### config.mk
export PLATFORM = sky130hd
export DESIGN_NAME = mem_req_build
export DESIGN_NICKNAME = d
export VERILOG_FILES = /design/src/rtl/mem_stage_pkg.sv /design/src/rtl/mem_req_build.sv
export VERILOG_INCLUDE_DIRS = /design/src /design/src/rtl
export SDC_FILE = /design/constraint.sdc
export NUM_CORES = 1
export LEC_CHECK = 0
export BUFFER_PORTS_ARGS = -buffer_cell sky130_fd_sc_hd__buf_2
export CAP_MARGIN = 10
export CORE_ASPECT_RATIO = 2
export CORE_MARGIN = 3
export CORE_UTILIZATION = 30
export DETAILED_ROUTE_END_ITERATION = 10
export SLEW_MARGIN = 40
export SYNTH_ARGS = -nofsm -noshare
export SYNTH_HDL_FRONTEND = slang
export SYNTH_SLANG_ARGS = --single-unit
### constraint.sdc
create_clock -name clk -period 1.76 [get_ports clk]
set_clock_uncertainty 0.15 [all_clocks]
set_input_delay 0.528 -clock clk [delete_from_list [all_inputs] [get_ports clk]]
set_output_delay 0.528 -clock clk [all_outputs]
set_load 0.01 [all_outputs]
### src/rtl/mem_stage_cfg.svh
`ifndef MEM_STAGE_CFG_SVH
`define MEM_STAGE_CFG_SVH

// data and address width of the stage
`define MEM_XLEN 32

// data RAM depth in words
`define MEM_RAM_WORDS 256

// cycles ready stays low after a command
`define MEM_RAM_GAP 2

// cycles from read command to valid pulse
`define MEM_RAM_LAT 3

`endif

### src/rtl/mem_stage_pkg.sv
`include "mem_stage_cfg.svh"

package mem_stage_pkg;

	typedef enum logic [4:0] {
		MEN_X   = 5'd0, // no memory access
		MEN_SB  = 5'd1,
		MEN_SH  = 5'd2,
		MEN_SW  = 5'd3,
		MEN_LB  = 5'd4,
		MEN_LBU = 5'd5,
		MEN_LH  = 5'd6,
		MEN_LHU = 5'd7,
		MEN_LW  = 5'd8
	} mem_op_e;

	typedef enum logic [2:0] {
		CMD_NOP   = 3'd0,
		CMD_READ  = 3'd1,
		CMD_WRITE = 3'd2
	} mem_cmd_e;

	// only carried through this stage
	typedef enum logic [3:0] {
		WB_X   = 4'd0,
		WB_ALU = 4'd1,
		WB_MEM = 4'd2,
		WB_PC  = 4'd3,
		WB_CSR = 4'd4
	} wb_sel_e;

	// one data word, byte lanes or halfword lanes
	typedef union packed {
		logic [`MEM_XLEN/8-1:0][7:0]   b;
		logic [`MEM_XLEN/16-1:0][15:0] h;
	} mem_word_u;

endpackage

### src/rtl/mem_req_build.sv
`timescale 1ns/100ps
`include "mem_stage_cfg.svh"

module mem_req_build import mem_stage_pkg::*; (
	input  logic                 clk,
	input  logic                 arst_n,
	input  logic                 issue,
	input  mem_op_e              saved_op,
	input  logic [`MEM_XLEN-1:0] saved_addr,
	input  logic [`MEM_XLEN-1:0] saved_rs2,
	output logic [`MEM_XLEN-1:0] mem_addr,
	output logic [`MEM_XLEN-1:0] mem_wdata,
	output logic [`MEM_XLEN-1:0] mem_wmask
);

	logic [1:0]           lane;
	logic [`MEM_XLEN-1:0] wdata_nxt;
	logic [`MEM_XLEN-1:0] wmask_nxt;

	assign lane = saved_addr[1:0];

	always_comb begin
		case (saved_op)
			MEN_SB: begin
				wdata_nxt = {(`MEM_XLEN/8){saved_rs2[7:0]}};
				wmask_nxt = {{(`MEM_XLEN-8){1'b0}}, 8'hff} << {lane, 3'b000};
			end
			MEN_SH: begin
				wdata_nxt = {(`MEM_XLEN/16){saved_rs2[15:0]}};
				wmask_nxt = {{(`MEM_XLEN-16){1'b0}}, 16'hffff} << {lane[1], 4'b0000};
			end
			MEN_SW: begin
				wdata_nxt = saved_rs2;
				wmask_nxt = '1;
			end
			default: begin
				wdata_nxt = saved_rs2;
				wmask_nxt = '0; // loads write nothing
			end
		endcase
	end

	always_ff @(posedge clk or negedge arst_n) begin
		if (!arst_n) begin
			mem_addr  <= '0;
			mem_wmask <= '0;
		end else if (issue) begin
			mem_addr  <= {saved_addr[`MEM_XLEN-1:2], 2'b00}; // word aligned
			mem_wmask <= wmask_nxt;
		end
	end

	always_ff @(posedge clk) begin
		if (issue)
			mem_wdata <= wdata_nxt;
	end

endmodule

=== Yosys cells after proc, flatten, opt, wreduce, memory -nomap -nowiden ===
Cells that the tools add are included.

* Mux-type cells: 2
* Shifts and indexed selects: 2
* Equal/unequal tests: 3

{| class="wikitable"
|+ Operators by type and width
! operator !! number
|-
| case mux 32 bit (3 select lines) || 1
|-
| case mux 32 bit (2 select lines) || 1
|-
| left shift 16 x 5 -> 32 bit, first input constant || 1
|-
| left shift 8 x 5 -> 32 bit, first input constant || 1
|-
| equality test 5 x 2 -> 1 bit, second input constant || 2
|-
| equality test 5 x 1 -> 1 bit, second input constant || 1
|}

* Input bits: 72
* Output and inout bits: 96
* Logic and storage cells: 10
* Bits in registers: 94

=== Longest topological paths before layout ===
* Depth in word-level cells: 2
* Gate-level depth with buffers: 5
* Depth with buffers taken out: 3

=== Worst setup path after synthesis ===
OpenSTA, ideal clock, no wires.

* Path type: input to register
* Start point: in saved_op[4]
* End point: reg mem_wdata[10] (data pin)
* Library setup time: 0.260 ns
* Slack: -0.345 ns
* Data arrival time: 1.695 ns
* Path buffers: 2
* Stages on the path: 5
* Required time: 1.350 ns
* Cells stage by stage: or3_1 -> buf_6 -> or2_1 -> buf_6 -> mux2_4

* Longest elaborated chain between the ends: 2
* Elaborated cells between the ends (all ways): 3
* Those cells by class: 2 x eq/ne; 1 x mux

{| class="wikitable"
|+ Ends and longest elaborated chain
! item !! line !! text
|-
| start: declaration || mem_req_build.sv:8 || <nowiki>input mem_op_e saved_op,</nowiki>
|-
| equality test 5 x 2 -> 1 bit or equality test 5 x 1 -> 1 bit (tied branches) || mem_req_build.sv:23 || <nowiki>case (saved_op)</nowiki>
|-
| case mux 32 bit (2 select lines) (*) || mem_req_build.sv:23 ||
|-
| named net wdata_nxt[10] || mem_req_build.sv:17 || <nowiki>logic [`MEM_XLEN-1:0] wdata_nxt;</nowiki>
|-
| end signal: assignment || mem_req_build.sv:55 || <nowiki>mem_wdata <= wdata_nxt;</nowiki>
|-
| end: declaration || mem_req_build.sv:12 || <nowiki>output logic [`MEM_XLEN-1:0] mem_wdata,</nowiki>
|}

Mark *: on every way through the listed nets, which the timed path passes. The rest lies on a longest branch.
A chain may end at the register's enable or synchronous reset.

=== Final worst setup path ===
* Start point: in saved_op[3]
* End point: reg mem_wdata[12] (data pin)

The elaborated chain is that of the path after synthesis.

==> metrics.yaml <==
post-route-period-util_pct: 101.4
violations: "setup timing"
dpl_worst_slack_ns: -0.4507
insertion_delay_ns: 0.32
cts_tree: "built"
slew_violations: 0
grt_use_total_pct: 13.24
vias: 2167
clkTransAtPathRegs_ns: 0.06
synth_area_mm2: 0.002967
finalSetupTns_ns: -0.1338
grt_antenna_before_repair: 1
start_util_pct: 31.20
wl_per_cell_um: 14.72
hpwl_um: 5753
seq_area_frac_synth_pct: 61.07
drive_gt1_share_pct: 67.66
ys_types: 27
clock_path_buffers: 2
drc: 0
die_x_um: 76.32
areaGrowthSynthToFinish_pct: 39.98
syn_avg_cell_area_um2: 13.99
core_area_mm2: 0.009509
wl_um: 7329
grt_max_degree: 38
grt_pass1_vias: 2284
numCtsBuffers: 9
hold_class: "input pin to async pin"
setup_ws_ns: -0.02421
cts.sinks: 66
drt-vias-per-instance: 4.351
worstPathMaxFanout: 4
h-tree-depth: 3
final_antenna_net_count: 0
antenna_cells: 0
crit_top_cell: "buf_6"
num_rows: 50
crit_slowest_cell: "or3_4"
yosys_warnings: 0
num_io_pins: 168
crit_required_ns: 1.68
critical_path_arrival_ns: 1.70
dr.first_iter.drc_count: 80
port_buffers: 165
setup_viol: 8
stdcell_area_mm2: 0.004153
cp-start-kind: "input pin"
reg2reg_depth: 1
grt_overflow: 0
critPathMaxStageDelay_ns: 0.40
p_total_uw: 4116
powerDensity_mw_per_mm2: 991.1
die_y_um: 146.6
firstDrtPassIters: 4
die_area_mm2: 0.01119
worstPathCellList: "buf_6, or3_4, or2_4, buf_6, mux2_4"
place_area_mm2: 0.003830
rsz0062_at_grt: "true"
cts_hold_buf: 0
fin_nets: 435
fmax_mhz: 560.5
timing.final.hold_violations: 0
place.gp.congestion: 0.7722
ys_seq_elements: 66
outcome: "complete, but fails checks"
grt_pass1_wl_um: 11450
end_kind: "flip-flop"
power_leakage_uw: 0.001971
synth_cells: 212
criticalPathCategory: "input pin to flip-flop"
min_period_ns: 1.784
cap_violations: 0
cts_root_buf: "clkbuf_16"
ir_drop_v: 0.0005078
[cell type report]
| class | count | area [um2] |
|---|---|---|
| Multi-Input combinational cell | 102 | 893.4 |
| Fill cell | 945 | 5356 |
| Inverter | 4 | 15.01 |
| Clock inverter | 6 | 57.56 |
| Sequential cell | 66 | 1812 |
| Clock buffer | 10 | 229.0 |
| Timing Repair Buffer | 180 | 983.4 |
| Tap cell | 130 | 162.7 |
[cells in the final DEF (no fill, tap or decap), types with 2 or more instances in the layout]
cell type and instances:
a22oi_1 2, a31oi_1 8, buf_12 2, buf_2 163
buf_4 11, buf_6 4, clkbuf_16 9, clkinv_2 3
conb_1 2, dfrtp_1 34, edfxtp_1 32, inv_1 4
mux2_2 38, mux2_4 9, nand2_1 3, nand2b_1 3
nor3_1 21, nor3_2 4, o22ai_1 3
[flip-flops by register name, indices dropped and copies added, names as in the netlist]
register and cells:
mem_wdata 32, mem_wmask 4, mem_addr 30
[synthesized netlist by cell type]
cell type | number | area, um2
nor3_1 | 25 | 125.1
mux2_4 | 8 | 120.1
or2_1 | 1 | 6.260
o21a_1 | 1 | 7.510
conb_1 | 1 | 3.750
inv_1 | 4 | 15.01
nand2b_1 | 3 | 18.77
buf_1 | 2 | 7.510
or2_2 | 1 | 6.260
nor2b_1 | 1 | 6.260
or3_1 | 1 | 6.260
buf_4 | 30 | 225.2
nand3_1 | 1 | 5.000
mux2_1 | 1 | 11.26
buf_2 | 1 | 5.000
a31oi_1 | 8 | 50.05
buf_6 | 2 | 22.52
nand2_1 | 3 | 11.26
edfxtp_1 | 32 | 960.9
a21o_1 | 1 | 7.510
mux2_2 | 38 | 427.9
a22oi_1 | 2 | 15.01
o21ai_0 | 1 | 5.000
o22ai_1 | 3 | 18.77
a21oi_1 | 1 | 5.000
dfrtp_1 | 34 | 850.8
clkbuf_1 | 6 | 22.52
[worst paths after layout]
path | startpoint | end | slack (ns)
max in group asynchronous | arst_n | mem_addr[20]$_DFFE_PN0P_ | 1.07
worst min-delay path | arst_n | mem_wmask[7]$_DFFE_PN0P_ | 0.08
worst min register to register | mem_addr[17]$_DFFE_PN0P_ | mem_addr[17]$_DFFE_PN0P_ | 0.35
worst max register to register | mem_wmask[30]$_DFFE_PN0P_ | mem_wmask[30]$_DFFE_PN0P_ | 0.77
worst max-delay path | saved_op[3] | mem_wdata[12]$_DFFE_PP_ | -0.02
min in group clk | saved_addr[16] | mem_addr[16]$_DFFE_PN0P_ | 0.28
[stage by stage]
stage	cells	utilization, %	hold slack (ns)
CTS	497	43.51	0.08030
global placement	481	40.28	0.3348
detailed placement	481	40.28	0.3404
floorplan	213	-	0.08241
finish	498	43.67	0.07805
global route	498	43.67	0.1161
[report_power, final]
part	total [uW]	leakage, uW	switching, uW	internal (uW)
logic	589	0.00111	293	296
clock network	1710	0.000144	621	1080
registers	1820	0.000719	53.0	1770
[critical path, delay by kind of cell]
family,cells,cell delay [ns]
mux,1,0.29
buf+inv,2,0.23
simple gates,2,0.65
[layer usage]
layer	vias to the layer above	GRT usage [%]	wire (um)
met5	-	0	13
met4	2	6.534	139
met3	14	4.321	580
met2	108	24.65	4162
met1	1010	12.81	2432
li1	1033	-	-
[what timing repair did]
item	4_1_cts	5_1_grt
gates cloned	0	0
pin swaps	2	2
endpoints found under the setup margin	16	16
gates resized for setup	5	2
hold endpoints to repair	0	0
buffers inserted	0	1
[kinds of logic (layout without fill, tap and decap cells)]
| logic type | count (synthesis) | in the layout | synth area share [%] |
|---|---|---|---|
| compound gates | 17 | 17 | 3.669 |
| mux | 47 | 47 | 18.85 |
| other cells | 1 | 2 | 0.1264 |
| simple gates | 36 | 36 | 6.243 |
| flops | 66 | 66 | 61.07 |
| buf+inv | 45 | 200 | 10.04 |
(Power assumes the default switching activity.)
