[config.mk]
export PLATFORM = sky130hd
export DESIGN_NAME = load_align
export DESIGN_NICKNAME = d
export VERILOG_FILES = /design/src/rtl/mem_stage_pkg.sv /design/src/rtl/load_align.sv
export VERILOG_INCLUDE_DIRS = /design/src /design/src/rtl
export SDC_FILE = /design/constraint.sdc
export NUM_CORES = 1
export LEC_CHECK = 0
export ABC_CLOCK_PERIOD_IN_PS = 800
export BUFFER_PORTS_ARGS = -buffer_cell sky130_fd_sc_hd__buf_2
export CAP_MARGIN = 10
export CORE_MARGIN = 5
export CORE_UTILIZATION = 44
export CTS_CLUSTER_DIAMETER = 150
export DETAILED_ROUTE_END_ITERATION = 16
export HOLD_SLACK_MARGIN = 0.06
export PLACE_DENSITY_LB_ADDON = 0.08
export SYNTH_ARGS = -nofsm -noshare
export SYNTH_HDL_FRONTEND = slang
export SYNTH_SLANG_ARGS = --single-unit
[constraint.sdc]
create_clock -name clk -period 0.8 [get_ports clk]
set_input_delay 0.16 -clock clk [delete_from_list [all_inputs] [get_ports clk]]
set_output_delay 0.16 -clock clk [all_outputs]
set_load 0.02 [all_outputs]
[src/rtl/mem_stage_cfg.svh]
`ifndef MEM_STAGE_CFG_SVH
`define MEM_STAGE_CFG_SVH

// data and address width of the stage
`define MEM_XLEN 32

// data RAM depth in words
`define MEM_RAM_WORDS 256

// cycles ready stays low after a command
`define MEM_RAM_GAP 2

// cycles from read command to valid pulse
`define MEM_RAM_LAT 3

`endif

[src/rtl/mem_stage_pkg.sv]
`include "mem_stage_cfg.svh"

package mem_stage_pkg;

	typedef enum logic [4:0] {
		MEN_X   = 5'd0, // no memory access
		MEN_SB  = 5'd1,
		MEN_SH  = 5'd2,
		MEN_SW  = 5'd3,
		MEN_LB  = 5'd4,
		MEN_LBU = 5'd5,
		MEN_LH  = 5'd6,
		MEN_LHU = 5'd7,
		MEN_LW  = 5'd8
	} mem_op_e;

	typedef enum logic [2:0] {
		CMD_NOP   = 3'd0,
		CMD_READ  = 3'd1,
		CMD_WRITE = 3'd2
	} mem_cmd_e;

	// only carried through this stage
	typedef enum logic [3:0] {
		WB_X   = 4'd0,
		WB_ALU = 4'd1,
		WB_MEM = 4'd2,
		WB_PC  = 4'd3,
		WB_CSR = 4'd4
	} wb_sel_e;

	// one data word, byte lanes or halfword lanes
	typedef union packed {
		logic [`MEM_XLEN/8-1:0][7:0]   b;
		logic [`MEM_XLEN/16-1:0][15:0] h;
	} mem_word_u;

endpackage

[src/rtl/load_align.sv]
`timescale 1ns/100ps
`include "mem_stage_cfg.svh"

module load_align import mem_stage_pkg::*; (
	input  logic                 clk,
	input  logic                 arst_n,
	input  logic                 load_done,
	input  mem_op_e              saved_op,
	input  logic [1:0]           lane,
	input  logic [`MEM_XLEN-1:0] mem_rdata,
	output logic [`MEM_XLEN-1:0] load_data
);

	mem_word_u            word;
	logic [7:0]           sel_b;
	logic [15:0]          sel_h;
	logic [`MEM_XLEN-1:0] ext;

	assign word  = mem_rdata;
	assign sel_b = word.b[lane];
	assign sel_h = word.h[lane[1]]; // halfword lane from bit 1

	always_comb begin
		case (saved_op)
			MEN_LB: begin
				ext = {{(`MEM_XLEN-8){sel_b[7]}}, sel_b};
			end
			MEN_LBU: begin
				ext = {{(`MEM_XLEN-8){1'b0}}, sel_b};
			end
			MEN_LH: begin
				ext = {{(`MEM_XLEN-16){sel_h[15]}}, sel_h};
			end
			MEN_LHU: begin
				ext = {{(`MEM_XLEN-16){1'b0}}, sel_h};
			end
			default: begin
				ext = word; // LW, whole word
			end
		endcase
	end

	always_ff @(posedge clk or negedge arst_n) begin
		if (!arst_n)
			load_data <= '0;
		else if (load_done)
			load_data <= ext;
	end

endmodule

* After elaboration in Yosys (flattened, before gate mapping)
Index checks and enable logic that the tools add are counted.
** Word-level totals
- Register bits after elaboration :: 32
- Logic and storage cells :: 12
- Output and inout bits :: 32
- Input bits :: 42
** Operators by class
- $lt $le $gt $ge :: 2
- Eq/ne operators :: 4
- Multiplexer cells :: 5
** Operator list (count)
- one-hot mux 32 bit (4 select lines) :: 1
- 2-to-1 mux 16 bit :: 2
- equality test 5 x 3 -> 1 bit, second input constant :: 4
- binary-select mux 8 bit (select 2 bit) :: 1
- 2-to-1 mux 8 bit :: 1
- < comparator 2 x 3 -> 1 bit, second input constant :: 1
- < comparator 1 x 2 -> 1 bit, second input constant :: 1

* Longest topological paths before layout
- Depth in word-level cells :: 3
- Depth in mapped cells :: 6

* Worst setup path after synthesis
No wires, ideal clock.
- Kind :: input to register
- From :: input saved_op[3]
- To :: register load_data[1]
- Slack :: -0.778 ns
- Arrival time :: 1.460 ns
- Buffers on the path :: 1
- Cell stages on the path :: 5
- Cells stage by stage :: or3b_1 -> buf_2 -> nor3b_4 -> mux4_2 -> a21o_1
** On the way
- Word-level cells in the longest chain between the ends :: 2
- Elaborated cells on any way between the ends :: 5
- Classes of those cells :: 4 x eq/ne; 1 x mux
** RTL lines
- from (decl) :: line load_align.sv:8 : input mem_op_e saved_op,
- equality test 5 x 3 -> 1 bit :: line load_align.sv:24 : case (saved_op)
- one-hot mux 32 bit (4 select lines) * :: line load_align.sv:24
- to (signal assigned) :: line load_align.sv:47 : load_data <= ext;
- to (decl) :: line load_align.sv:11 : output logic [`MEM_XLEN-1:0] load_data
Every way passes the cells marked *; elsewhere a longest branch is shown, timed or not.
A chain may end at the register's enable or synchronous reset.

* Worst setup path in the final report
- From :: input saved_op[3]
- To :: register load_data[5]
The elaborated chain is that of the path after synthesis.

==> results.txt <==
- Ratio of routed vias to standard cells: 5.27
* Final number of setup-violating endpoints: 64
* Number of instances in the synthesized netlist: 196
* Share of cells above drive strength 1: 0.534
- Final Cycle Share: 1.60
* Count of final max-slew check failures: 0
* CTS tree: yes
- Area of the die: 5650 um2
- The clock net in this run drives a total of 32 sinks.
* Worst path setup slack after routing: -0.479 ns
- Counting along the longest clock path gives a buffer depth of 2.
* Final HPWL DP: 4330 um
- Yosys printed 0 warnings.
- Maximum VDD drop: 1.04 mV
* Total chip power: 5.23 mW
* Layout area overhead: 74.7%
- Fraction of synthesized cell area taken by the top area cell type: 0.429
* Worst-case headroom to the max-slew limit: 0.759
* Count of unique library cells instantiated by Yosys: 27
- In the final timing run, aggregate negative setup slack is -15.62 ns.
* Seq/Total Area, Yosys: 0.429
- Wires add up to 6260 um.
- Required time of the critical path: 0.98 ns
* Static Leakage: 1.74 nW
- Max-capacitance violation count: 0
- Height of the chip: 75.2 um
* Combinational fraction of design power: 0.329
- Clock-pin slew was measured on the worst setup and hold paths at 0.07 ns.
- The number of global-route vias before repair was 2040.
- Maximum achievable frequency: 0.782 GHz
* Least-Margin Pin Slew: 0.362 ns
- The checks that failed: setup timing.
- Clock power share: 0.303
- In the final routed layout, each cell accounts on average for 16.7 um.
- Synthesis produced a netlist with a net count of 238.
* Net switching power figure: 1.57 mW
- Area of the mapped netlist: 1870 um2
- Nature of the critical path endpoint: flip-flop
- Hold Fails Final Rpt: 0
* Initial antenna violation count: 0
- For this run, the post-layout net count is 367.
* Arrival time at the worst endpoint: 1.46 ns
* Antenna diode instance count: 0
- The detailed router finished its first iteration with 74 violations.
* Worst reg2reg path endpoint: load_data[12]
- Global-route wire length before repair: 9900 um
- PortBufs: 73
- Largest area contributor in the synthesized netlist: sky130_fd_sc_hd__dfrtp_1
* Count of antenna-violating nets left after detailed routing: 0
- For the worst-skew pair, the clock arrives at the later sink with an insertion delay of 0.29 ns.
* Startpoint of the most critical register-to-register path: load_data[12]
- The floorplan step set the die width to 75.2 um.
- Clock tree synthesis inserted a total of 5 buffers.
- After floorplanning, the core was divided into 23 placement rows.
* Worst setup path category: primary input to flip-flop
- The largest registers in the layout are load_data: 32 flops.
- The path class of the tightest hold or removal check is primary input to flip-flop.
- Clock Skew: 0 ns
- Placeable core region: 4060 um2
* Weighted congestion reported at the end of routability-driven placement: 0.817
* Capture point of the critical path: load_data[5]
* Buffer type at the clock tree root: sky130_fd_sc_hd__clkbuf_8
* DRC violations left: 0
* I/O Pins: 74
- Number of flip-flops in the largest register: 32
* Kind of start point of the critical path: primary input
- By area the synthesized netlist is led by sky130_fd_sc_hd__dfrtp_1, sky130_fd_sc_hd__nand3_1, sky130_fd_sc_hd__mux4_1.
* Post-synthesis average cell area: 9.53 um2
- Initial core utilization: 0.460
* Congestion Overflow GR: 0
* Worst reg2reg path depth: 4
- # H-tree levels: 2
- Final Critical Period: 1.28 ns
- Of the total power, the share spent switching nets is 0.300.
- Entering global routing, the biggest net connects 33 pins.
* Fraction of power consumed by sequential logic: 0.369
- Dividing total power by cell area gives a power density of 1600 nW/um2.
- Flop and latch count out of synthesis: 32
- More flip-flops sit in one register than any other, and that register is load_data.
- Internal power: 3.66 mW
- RSZ-0062 raised after global routing: true
* Vias: 1982
- The first TritonRoute pass finished after 4 iterations.
- Outcome: complete, but fails checks
- Global-route total usage across every layer: 0.236
- Setup slack on the worst flop-to-flop path: -0.13 ns
- Min Hold Slack: 0.144 ns
- The critical path starts at saved_op[3].
* Critical Path Fanout Max: 7
## kinds of logic after synthesis
family,share of synthesized area
multiplexers,0.152
buffers and inverters,0.0563
flip-flops,0.429
AND/OR/NAND/NOR,0.237
AO/OA/AOI/OAI,0.126
## routing by layer
metal / global-route usage / up-vias / wire length (um)
met3: 0.0454 / 8 / 376
met4: 0.0621 / 0 / 70
li1: - / 942 / -
met2: 0.400 / 67 / 3100
met5: 0 / - / 0
met1: 0.310 / 965 / 2720
## cell usage after synthesis
cell and instances:
sky130_fd_sc_hd__nand3_1 39, sky130_fd_sc_hd__dfrtp_1 32, sky130_fd_sc_hd__nand2_1 17, sky130_fd_sc_hd__nand2b_1 17
sky130_fd_sc_hd__a21o_1 14, sky130_fd_sc_hd__clkbuf_1 10, sky130_fd_sc_hd__a21oi_1 9, sky130_fd_sc_hd__inv_1 9
sky130_fd_sc_hd__o21ai_0 9, sky130_fd_sc_hd__nor2_1 8, sky130_fd_sc_hd__mux2i_1 7, sky130_fd_sc_hd__mux4_1 6
sky130_fd_sc_hd__buf_2 3, sky130_fd_sc_hd__buf_1 2, sky130_fd_sc_hd__mux4_2 2, sky130_fd_sc_hd__a211o_1 1
sky130_fd_sc_hd__a31oi_1 1, sky130_fd_sc_hd__and2_1 1, sky130_fd_sc_hd__buf_6 1, sky130_fd_sc_hd__mux2_2 1
sky130_fd_sc_hd__nor2b_1 1, sky130_fd_sc_hd__nor3b_1 1, sky130_fd_sc_hd__nor3b_4 1, sky130_fd_sc_hd__o211a_1 1
sky130_fd_sc_hd__o22a_1 1, sky130_fd_sc_hd__o22ai_1 1, sky130_fd_sc_hd__or3b_1 1
## placed cells by master, fill, tap and decap left out, types with 2 or more instances in the layout
cell                       Yosys  routed
sky130_fd_sc_hd__buf_12        0       5
sky130_fd_sc_hd__a21oi_2       0       2
sky130_fd_sc_hd__mux2i_1       7       7
sky130_fd_sc_hd__buf_2         3      35
sky130_fd_sc_hd__nor2_1        8       8
sky130_fd_sc_hd__nand3_1      39      23
sky130_fd_sc_hd__nand2b_1     17      17
sky130_fd_sc_hd__clkbuf_8      0       5
sky130_fd_sc_hd__a21oi_1       9       7
sky130_fd_sc_hd__dfrtp_1      32      32
sky130_fd_sc_hd__mux4_2        2       5
sky130_fd_sc_hd__buf_4         0      57
sky130_fd_sc_hd__a21o_1       14      14
sky130_fd_sc_hd__inv_1         9       9
sky130_fd_sc_hd__nand3_2       0      14
sky130_fd_sc_hd__o21ai_0       9       9
sky130_fd_sc_hd__nand3_4       0       2
sky130_fd_sc_hd__nand2_1      17      16
sky130_fd_sc_hd__buf_6         1      38
sky130_fd_sc_hd__mux4_1        6       3
## per-stage QoR
stage	setup slack, ns	instances	instance area, um2	utilization
2_1_floorplan	-0.756	196	1890	-
4_1_cts	-0.494	369	3150	0.776
6_report	-0.479	376	3260	0.805
3_3_place_gp	-0.826	350	2650	0.652
3_5_place_dp	-0.856	350	2650	0.652
5_1_grt	-0.520	376	3260	0.805
## critical path, cell delays in order
cell                      delay [ns]
sky130_fd_sc_hd__buf_6          0.09
sky130_fd_sc_hd__or3b_4         0.40
sky130_fd_sc_hd__nor3b_4        0.19
sky130_fd_sc_hd__buf_6          0.16
sky130_fd_sc_hd__mux4_2         0.28
sky130_fd_sc_hd__a21o_1         0.17
## timing repair
item                                   4_1_cts  5_1_grt
setup buffers                               10        7
endpoints found under the hold margin       32        0
gates cloned                                 1        0
hold buffers                                 1        0
gates resized for setup                     87       13
pin swaps                                    8        4
setup endpoints to repair                   64       64
## power by group through the flow
| stage | clock network, mW | registers (mW) | logic [mW] |
|---|---|---|---|
| 5_1_grt | 1.66 | 1.95 | 1.85 |
| 3_3_place_gp | 0 | 1.91 | 1.28 |
| 3_5_place_dp | 0 | 1.91 | 1.30 |
| 4_1_cts | 1.60 | 1.92 | 1.63 |
| 6_report | 1.58 | 1.93 | 1.72 |
| 2_1_floorplan | 0 | 2.12 | 0.450 |
## final cells by class
cell class,instances,area (um2)
Multi-Input combinational cell,139,1070
Inverter,9,33.8
Fill cell,258,793
Sequential cell,32,801
Clock buffer,5,68.8
Timing Repair Buffer,138,1180
Clock inverter,3,42.5
Tap cell,50,62.6
## worst min-delay path by stage
stage | from | depth (start not counted) | end | slack (ns)
after floorplan | arst_n | 0 | load_data[0] | -0.14
after global placement | arst_n | 2 | load_data[7] | 0.13
after detailed placement | arst_n | 2 | load_data[7] | 0.14
after CTS | mem_rdata[17] | 3 | load_data[17] | 0.13
after global routing | mem_rdata[21] | 3 | load_data[21] | 0.16
final | mem_rdata[21] | 3 | load_data[21] | 0.14
(Power assumes the default switching activity.)
