===== config.mk =====
export PLATFORM = sky130hd
export DESIGN_NAME = mem_stage_ctrl
export DESIGN_NICKNAME = d
export VERILOG_FILES = /design/src/rtl/mem_stage_pkg.sv /design/src/rtl/mem_stage_ctrl.sv
export VERILOG_INCLUDE_DIRS = /design/src /design/src/rtl
export SDC_FILE = /design/constraint.sdc
export NUM_CORES = 1
export LEC_CHECK = 0
export ABC_AREA = 1
export BUFFER_PORTS_ARGS = -buffer_cell sky130_fd_sc_hd__buf_2
export CAP_MARGIN = 20
export CORE_AREA = 2 2 39 41
export DETAILED_ROUTE_END_ITERATION = 6
export DIE_AREA = 0 0 41 43
export GPL_TIMING_DRIVEN = 0
export PLACE_DENSITY = 0.64
export SYNTH_ARGS = -nofsm -noshare
export SYNTH_HDL_FRONTEND = slang
export SYNTH_SLANG_ARGS = --single-unit

===== constraint.sdc =====
create_clock -name clk -period 2.4 [get_ports clk]
set_clock_uncertainty 0.15 [all_clocks]
set_input_delay 0.12 -clock clk [delete_from_list [all_inputs] [get_ports clk]]
set_output_delay 0.12 -clock clk [all_outputs]
set_load 0.05 [all_outputs]

===== src/rtl/mem_stage_cfg.svh =====
`ifndef MEM_STAGE_CFG_SVH
`define MEM_STAGE_CFG_SVH

// data and address width of the stage
`define MEM_XLEN 32

// data RAM depth in words
`define MEM_RAM_WORDS 256

// cycles ready stays low after a command
`define MEM_RAM_GAP 2

// cycles from read command to valid pulse
`define MEM_RAM_LAT 3

`endif


===== src/rtl/mem_stage_pkg.sv =====
`include "mem_stage_cfg.svh"

package mem_stage_pkg;

	typedef enum logic [4:0] {
		MEN_X   = 5'd0, // no memory access
		MEN_SB  = 5'd1,
		MEN_SH  = 5'd2,
		MEN_SW  = 5'd3,
		MEN_LB  = 5'd4,
		MEN_LBU = 5'd5,
		MEN_LH  = 5'd6,
		MEN_LHU = 5'd7,
		MEN_LW  = 5'd8
	} mem_op_e;

	typedef enum logic [2:0] {
		CMD_NOP   = 3'd0,
		CMD_READ  = 3'd1,
		CMD_WRITE = 3'd2
	} mem_cmd_e;

	// only carried through this stage
	typedef enum logic [3:0] {
		WB_X   = 4'd0,
		WB_ALU = 4'd1,
		WB_MEM = 4'd2,
		WB_PC  = 4'd3,
		WB_CSR = 4'd4
	} wb_sel_e;

	// one data word, byte lanes or halfword lanes
	typedef union packed {
		logic [`MEM_XLEN/8-1:0][7:0]   b;
		logic [`MEM_XLEN/16-1:0][15:0] h;
	} mem_word_u;

endpackage


===== src/rtl/mem_stage_ctrl.sv =====
`timescale 1ns/100ps

module mem_stage_ctrl import mem_stage_pkg::*; (
	input  logic     clk,
	input  logic     arst_n,
	input  mem_op_e  mem_wen,
	input  mem_op_e  saved_op,
	input  logic     mem_cmd_ready,
	input  logic     mem_rdata_valid,
	output logic     capture,
	output logic     pass,
	output logic     issue,
	output logic     publish,
	output logic     load_done,
	output mem_cmd_e mem_cmd,
	output logic     next_flg,
	output logic     is_stall
);

	typedef enum logic [1:0] {
		ST_WAIT,
		ST_WAIT_READY,
		ST_WAIT_VALID,
		ST_END
	} state_e;

	state_e state;
	state_e state_nxt;
	logic   is_store;

	assign is_store = (saved_op == MEN_SB) || (saved_op == MEN_SH) || (saved_op == MEN_SW);

	assign capture   = (state == ST_WAIT) && (mem_wen != MEN_X);
	assign pass      = (state == ST_WAIT) && (mem_wen == MEN_X);
	assign issue     = (state == ST_WAIT_READY) && mem_cmd_ready;
	assign load_done = (state == ST_WAIT_VALID) && mem_rdata_valid;
	assign publish   = (state == ST_END);

	assign next_flg = pass || publish; // input consumed at this edge
	assign is_stall = !next_flg;

	always_comb begin
		state_nxt = state;
		case (state)
			ST_WAIT: begin
				if (capture)
					state_nxt = ST_WAIT_READY;
			end
			ST_WAIT_READY: begin
				if (issue)
					state_nxt = is_store ? ST_END : ST_WAIT_VALID;
			end
			ST_WAIT_VALID: begin
				if (load_done)
					state_nxt = ST_END;
			end
			default: begin
				state_nxt = ST_WAIT; // END always returns
			end
		endcase
	end

	always_ff @(posedge clk or negedge arst_n) begin
		if (!arst_n) begin
			state   <= ST_WAIT;
			mem_cmd <= CMD_NOP;
		end else begin
			state <= state_nxt;
			if (issue)
				mem_cmd <= is_store ? CMD_WRITE : CMD_READ;
			else
				mem_cmd <= CMD_NOP; // single cycle strobe
		end
	end

endmodule


; ---- Word-level counts from Yosys, hierarchy flattened
; Cells that the tools add are included.
[word_totals]
out_inout_bits = 10
regBits = 5
word_cells = 30
[op_classes]
n_eq_ne = 9
reduce_logical = 12
n_mux = 7
[op_table]
columns = op, n
row1 = "== test 5 x 2 -> 1 bit, second input constant", 2
row2 = two-way mux 2 bit, 5
row3 = "!= test 2 bit, second input constant", 3
row4 = one-hot mux 2 bit (3 select lines), 1
row5 = "== test 5 x 1 -> 1 bit, second input constant", 1
row6 = logical NOT 5 bit, 1
row7 = nonzero test 5 bit, 1
row8 = "== test 2 bit, second input constant", 2
row9 = logical AND 1 bit, 4
row10 = logical OR 1 bit, 3
row11 = AND reduction 3 bit, 1
row12 = "== test 2 x 1 -> 1 bit, second input constant", 1
row13 = logical NOT 2 bit, 1
row14 = logical NOT 1 bit, 1
row15 = two-way mux 1 bit, 1

; ---- Depth between registers and ports, before layout
; Gate-level depths: netlist (run 1).
[logic_depth]
word_depth = 6
mapped_depth = 7

; ---- Least setup slack after synthesis (run 1)
; Ideal clock, no wire load.
[synth_timing]
kind = flip-flop to output port
startpoint = register state[0]
endpoint = output port next_flg
setup_slack_ns = 0.106
arrival_time_ns = 2.024
path_stages_with_launch = 4
path_cell_list = dfrtp_1 ha_1 nor2_1 inv_1
[synth_via]
elab_cells_between_ends = 4
classes_between = eq/ne: 1 / reduce/logical: 3
[synth_lines]
columns = element, line
row1 = start: declaration, mem_stage_ctrl.sv:27  ; state_e state;
row2 = start signal: assignment, mem_stage_ctrl.sv:68  ; state <= state_nxt;
row3 = == test 2 bit, mem_stage_ctrl.sv:37  ; assign publish = (state == ST_END);
row4 = named net publish, mem_stage_ctrl.sv:13  ; output logic publish,
row5 = logical OR 1 bit, mem_stage_ctrl.sv:39  ; assign next_flg = pass || publish;
row6 = end: declaration, mem_stage_ctrl.sv:16  ; output logic next_flg,
; The timed path passes the listed nets, and every way through them passes these cells.

; ---- Worst setup path after layout (run 1)
[layout_timing]
startpoint = register state[1]
endpoint = output port next_flg
[layout_via]
elab_chain_len = 3
elab_cells_between_ends = 4
classes_between = eq/ne: 1 / reduce/logical: 3
[layout_rtl]
columns = element, line
row1 = logical NOT 2 bit, mem_stage_ctrl.sv:34  ; assign pass = (state == ST_WAIT) && (mem_wen == MEN_X);
row2 = logical AND 1 bit, mem_stage_ctrl.sv:34
row3 = logical OR 1 bit *, mem_stage_ctrl.sv:39
; Every way passes the cells marked *; elsewhere a longest branch is shown, timed or not.

==> impl_metrics.py, run 1 <==
metrics = {
    "run_status": {
        "outcome": "finished clean",
    },
    "grt": {
        "grt_first_pass_wirelength_um": 1100,
        "grt_max_degree": 6,
        "grt-ovfl-total": 0,
        "grt_pass1_vias": 324,
        "grt.total_usage_pct": 8.93,
        "antenna_found_initial": 0,
    },
    "floorplanning": {
        "ioPinCount": 24,
        "fp-row-count": 14,
        "start_util_pct": 25.0,
        "die_w_um": 41,
        "die_area_um2": 1760,
        "coreArea_um2": 1380,
        "dieHeight_um": 43,
    },
    "setup_path": {
        "crit_type": "reg -> out",
        "cp_common_cell": "inv_1",
        "critPathLaunchType": "flop",
        "startpoint": "state[1]",
        "path_cells": "inv_1 > ha_1 > inv_1 > nor2_4 > nor2_1 > inv_1 > buf_2",
        "cpMaxStageDelayCell": "dfrtp_1",
        "cp.arrival_ps": 1550,
        "crit_path_end_kind": "primary output",
        "rr_startpoint": "state[1]",
        "crit_required_ps": 2130,
        "cp_max_fo": 4,
        "path_buf_inv": 4,
        "critPathMaxStageDelay_ps": 410,
        "cp_top_family": "buffers and inverters",
    },
    "cts": {
        "cts_hold_buf": 2,
        "htreeDepth": 1,
        "insertion_delay_ps": 230,
        "post-cts-setup-buffers": 0,
        "cts_buffer_depth": 2,
        "cts_made_buffers": 3,
        "clk_pin_slew_ps": 40,
        "root_buffer": "clkbuf_4",
        "post_cts_resized": 0,
        "clock_sinks": 4,
        "cts_tree": "done",
    },
    "timing": {
        "fmax_ghz": 0.551,
        "setup_tns_ps": 0,
        "post-route-period-util_pct": 75.7,
        "hold_viol": 0,
        "min_period_ps": 1820,
        "hold_slack_ps": 34.8,
        "slew_violations": 0,
        "finalSetupViolCount": 0,
        "rsz0062_at_grt": "no",
    },
    "run": {
        "drv_cap": 0,
    },
    "yosys": {
        "synth_most_common_cell": "inv_1",
        "synth.top_cell.area_share_pct": 28.9,
        "post-synth-top-area-cell": "dfrtp_1",
        "ys.flop_type": "dfrtp_1",
        "syn_inst": 49,
        "synth.area.top_cells": "dfrtp_1 (29%), ha_1 (18%), inv_1 (16%)",
        "yosys_warnings": 0,
        "syn_avg_cell_area_um2": 7.07,
        "ys_types": 15,
        "synth-edff-count": 0,
        "synth-seq-area-share_pct": 28.9,
        "ys_ff_latch": 4,
        "async_flop_share_pct": 100,
        "synth_area_um2": 347,
        "synth_nets": 68,
        "ys_top_cells_by_count": "inv_1 (15), nand2_1 (8), nor2_1 (6)",
    },
    "cells_and_area": {
        "drive_gt1_share_pct": 39.5,
        "fin_util_pct": 37.5,
        "antenna_cells": 0,
        "fillCellCount": 151,
        "final_net_count": 97,
        "fin_area_um2": 519,
        "syn2layout_area_growth_pct": 49.8,
    },
    "place": {
        "placed_area_um2": 477,
        "hpwl_um": 633,
        "io_buffers": 22,
        "place_congestion": 0.743,
    },
    "worst_hold_path": {
        "hold_start": "saved_op[4]",
        "min_path_type": "in -> reg",
    },
    "routing": {
        "wl_per_cell_um": 7.66,
        "ant_nets": 0,
        "drtIter0Drc": 1,
        "drt-total-wl_um": 705,
        "vias_per_cell": 3.89,
        "drc_errors": 0,
        "dr_total_vias": 358,
        "first_pass_iters": 3,
    },
    "pwr": {
        "peakVddDrop_mv": 0.406,
        "total_power_uw": 617,
        "p_leak_nw": 0.344,
        "p_per_area_nw_per_um2": 1190,
    },
}
cell type report:
type | instances | area, µm² | area share (%)
buffer | 1 | 7.51 | 1.45
timing repair buffer | 24 | 130 | 25.1
clock buffer | 3 | 22.5 | 4.34
tap | 16 | 20.0 | 3.86
sequential | 4 | 100 | 19.3
multi-input combinational | 29 | 183 | 35.2
inverter | 15 | 56.3 | 10.8
state kept, by name, indices dropped and copies added (netlist names):
| name | count |
|---|---|
| mem_cmd | 2 |
| state | 2 |
worst paths after layout:
| kind | endpoint | slack [ps] | depth (start not counted) |
|---|---|---|---|
| worst max-delay path | next_flg | 580 | 7 |
| worst min-delay path | mem_cmd[1] | 30 | 4 |
| min in group asynchronous | state[1] | 70 | 2 |
| max in group asynchronous | mem_cmd[1] | 1910 | 2 |
| worst min register to register | state[0] | 470 | 2 |
| worst max register to register | state[1] | 890 | 7 |
cells by family after synthesis:
| kind of cell | synth area share, % |
|---|---|
| AND/OR/NAND/NOR | 27.8 |
| AO/OA/AOI/OAI | 5.78 |
| buffers and inverters | 18.4 |
| adder cells (fa/ha/maj) | 18.1 |
| flip-flops | 28.9 |
| other | 1.08 |
placed cells by master, fill, tap and decap left out:
master / n
buf_2: 22
inv_1: 15
nand2_1: 8
nor2_1: 6
ha_1: 5
dfrtp_1: 4
clkbuf_4: 3
nand3_1: 2
dlygate4sd3_1: 2
nand3_2: 1
nor2_4: 1
o22ai_1: 1
nor2_2: 1
nand4_1: 1
o21ai_0: 1
o21ai_2: 1
buf_4: 1
conb_1: 1
metrics by stage:
| step | worst slack [ps] | std cells |
|---|---|---|
| floorplan | 106 | 49 |
| global placement | 841 | 87 |
| detailed placement | 835 | 87 |
| CTS | 570 | 92 |
| global route | 472 | 92 |
| finish | 584 | 92 |
per-layer routing:
metal  vias to the layer above  share of wire (%)  global-route usage [%]  routed length [µm]
li1                        195                  -                       -                   -
met1                       153                 40                    8.97                 284
met2                        10                 53                    14.4                 376
met3                         0                6.2                    2.62                  44
met4                         0                  0                    6.67                   0
met5                         -                  0                       0                   0
power by group:
group          switching (mW)  leakage [nW]  internal (mW)
logic                   0.301         0.278          0.119
registers              0.0242        0.0517         0.0910
clock network          0.0261        0.0138         0.0558
worst reg2reg max path, delay by kind of cell (launching register included):
| family | cells | cell delay, ps |
|---|---|---|
| and+or+nand+nor | 2 | 180 |
| buffers and inverters | 2 | 180 |
| adders and majority gates | 1 | 200 |
| AOI/OAI and AO/OA | 2 | 280 |
| DFF | 1 | 410 |
Power figures use the tool's default switching activity.
==> run 2, diff against run 1 <==
Settings changed: ABC_AREA 1 to 0.
Clock period 2.4 ns to 1.54 ns, I/O delays scaled along.
==> impl_metrics.py, run 2 <==
metrics = {
    "run_status": {
        "outcome": "complete, but fails checks",
        "violations": "setup timing",
    },
    "yosys": {
        "synth-xor-area-share_pct": 0,
        "synth.top_cell.area_share_pct": 30.9,
        "synth_fa_ha_area_share_pct": 19.3,
        "ys_ff_latch": 4,
        "synth_area_um2": 324,
        "synth-seq-area-share_pct": 30.9,
        "syn_avg_cell_area_um2": 9.82,
        "synth_mux_area_share_pct": 6.95,
        "synth_top_family_by_area": "simple AND/OR/NAND/NOR gates",
        "syn_inst": 33,
        "ys_top_cells_by_count": "inv_1 (6), ha_1 (5), dfrtp_1 (4)",
        "synth.area.top_cells": "dfrtp_1 (31%), ha_1 (19%), inv_1 (6.9%)",
        "synth_most_common_cell": "inv_1",
        "synth_compound_area_share_pct": 10.4,
        "ys.flop_type": "dfrtp_1",
        "synth_nets": 52,
        "yosys_warnings": 0,
        "post-synth-top-area-cell": "dfrtp_1",
        "synth-edff-count": 0,
        "synth-simple-area-share_pct": 22.0,
        "async_flop_share_pct": 100,
        "ys_types": 18,
    },
    "floorplanning": {
        "start_util_pct": 23.4,
        "die_area_um2": 1760,
        "die_w_um": 41,
        "dieHeight_um": 43,
        "coreArea_um2": 1380,
        "ioPinCount": 24,
        "fp-row-count": 14,
    },
    "pwr": {
        "p_sw_share_pct": 47.3,
        "p_seq_share_pct": 12.8,
        "p_switching_uw": 598,
        "p_per_area_nw_per_um2": 2020,
        "p_clk_share_pct": 10.3,
        "peakVddDrop_mv": 0.716,
        "p_leak_nw": 0.323,
        "p_int_uw": 666,
        "pwr-share-comb_pct": 77.0,
    },
    "cts": {
        "insertion_delay_ps": 240,
        "root_buffer": "clkbuf_4",
        "cts_buffer_depth": 2,
        "clk_pin_slew_ps": 40,
        "cts_made_buffers": 3,
        "clock_sinks": 4,
        "htreeDepth": 1,
        "cts_tree": "done",
    },
    "setup_path": {
        "r2r_cells": 5,
        "cp_max_fo": 3,
        "crit_required_ps": 1310,
        "critPathLaunchType": "flop",
        "r2r_end": "state[1]",
        "cp.arrival_ps": 1420,
        "crit_type": "reg -> out",
        "reg2reg_slack_ps": -90,
        "rr_startpoint": "state[0]",
        "crit_path_end_kind": "primary output",
    },
    "place": {
        "place_congestion": 0.625,
        "io_buffers": 22,
        "place_ws_ps": -195,
        "hpwl_um": 571,
    },
    "timing": {
        "rsz0062_at_grt": "yes",
        "post-route-period-util_pct": 107,
        "finalSetupViolCount": 5,
        "hold_viol": 0,
        "slew_violations": 0,
        "min_period_ps": 1650,
        "setup_slack_ps": -107,
        "fmax_ghz": 0.607,
    },
    "routing": {
        "drtIter0Drc": 3,
        "vias_per_cell": 4.21,
        "drc_errors": 0,
        "wl_per_cell_um": 9.59,
        "first_pass_iters": 4,
        "ant_nets": 0,
        "dr_total_vias": 341,
        "drt-total-wl_um": 777,
    },
    "grt": {
        "grt_pass1_vias": 302,
        "grt_first_pass_wirelength_um": 1160,
        "grt_max_degree": 5,
        "grt.total_usage_pct": 10.3,
        "grt-ovfl-total": 0,
        "antenna_found_initial": 0,
    },
    "cells_and_area": {
        "drive_gt1_share_pct": 67.7,
        "final_net_count": 86,
        "final_cell_mix": "buf_2 (16), buf_4 (7), inv_2 (4), dfrtp_1 (4)",
        "syn2layout_area_growth_pct": 92.7,
        "fin_util_pct": 45.1,
        "final_common_cell": "buf_2",
        "antenna_cells": 0,
        "top_regs": "mem_cmd (2), state (2)",
    },
    "worst_hold_path": {
        "min_path_type": "in -> async",
    },
    "run": {
        "drv_cap": 0,
    },
}
-- run 2: changes by cell type after synthesis, sizes merged, moves of 2 or more --
cell	delta
and2	+2
inv	-9
nand2	-7
nor2	-6
mux2	+2
nand3	-3
-- run 2: how the worst max path moves through the flow --
| stage | startpoint | endpoint | slack, ps | cells past startpoint |
|---|---|---|---|---|
| 2_1_floorplan | state[0] | is_stall | -470 | 5 |
| 3_3_place_gp | state[0] | state[1] | -180 | 5 |
| 3_5_place_dp | state[0] | state[1] | -200 | 5 |
| 4_1_cts | state[0] | state[1] | -140 | 4 |
| 5_1_grt | state[0] | is_stall | -180 | 6 |
| 6_report | state[0] | is_stall | -110 | 6 |
-- run 2: layout make-up --
class	instances	area, µm²
inverter	6	22.5
tap	16	20.0
timing repair buffer	29	213
fill	148	759
clock buffer	3	22.5
buffer	1	7.51
sequential	4	100
multi-input combinational	22	239
-- run 2: per-layer routing --
| layer | global-route usage, % | part of all wire (%) | vias up |
|---|---|---|---|
| li1 | - | - | 171 |
| met2 | 17.2 | 56 | 19 |
| met3 | 3.14 | 9.0 | 0 |
| met5 | 0 | 0 | - |
| met4 | 8.00 | 0 | 0 |
| met1 | 9.48 | 35 | 151 |
-- run 2: metrics by stage --
stage | setup TNS [ps] | total power, mW | hold WS, ps | cells | instance area (µm²)
2_1_floorplan | -1410 | 0.702 | -369 | 33 | 329
3_3_place_gp | -437 | 0.822 | -269 | 71 | 459
4_1_cts | -526 | 1.16 | 15.7 | 81 | 578
3_5_place_dp | -520 | 0.831 | -264 | 71 | 459
6_report | -365 | 1.26 | 21.1 | 81 | 624
5_1_grt | -756 | 1.37 | 33.8 | 81 | 624
-- run 2: logic make-up after synthesis --
group | count (synthesis)
AND/OR/NAND/NOR | 10
buffers and inverters | 7
adder cells (fa/ha/maj) | 5
AO/OA/AOI/OAI | 4
flip-flops | 4
multiplexers | 2
other | 1
-- run 2: what timing repair did --
item,CTS,global route
hold endpoints to repair,5,0
gates resized for setup,13,13
buffers inserted,5,1
pin swaps,3,2
hold buffers,2,0
setup endpoints to repair,8,8
-- run 2: power by group through the flow --
stage / clock [mW] / sequential (mW) / combinational, mW
floorplan: 0 / 0.196 / 0.506
global placement: 0 / 0.180 / 0.642
detailed placement: 0 / 0.182 / 0.649
CTS: 0.140 / 0.162 / 0.858
global route: 0.146 / 0.167 / 1.06
finish: 0.130 / 0.161 / 0.973
-- run 2: critical path: stages, from the launching register on --
cell     delay (ps)
dfrtp_1         380
inv_2            80
ha_4            130
nor3b_4         240
or2_4           180
inv_2            30
buf_6           140
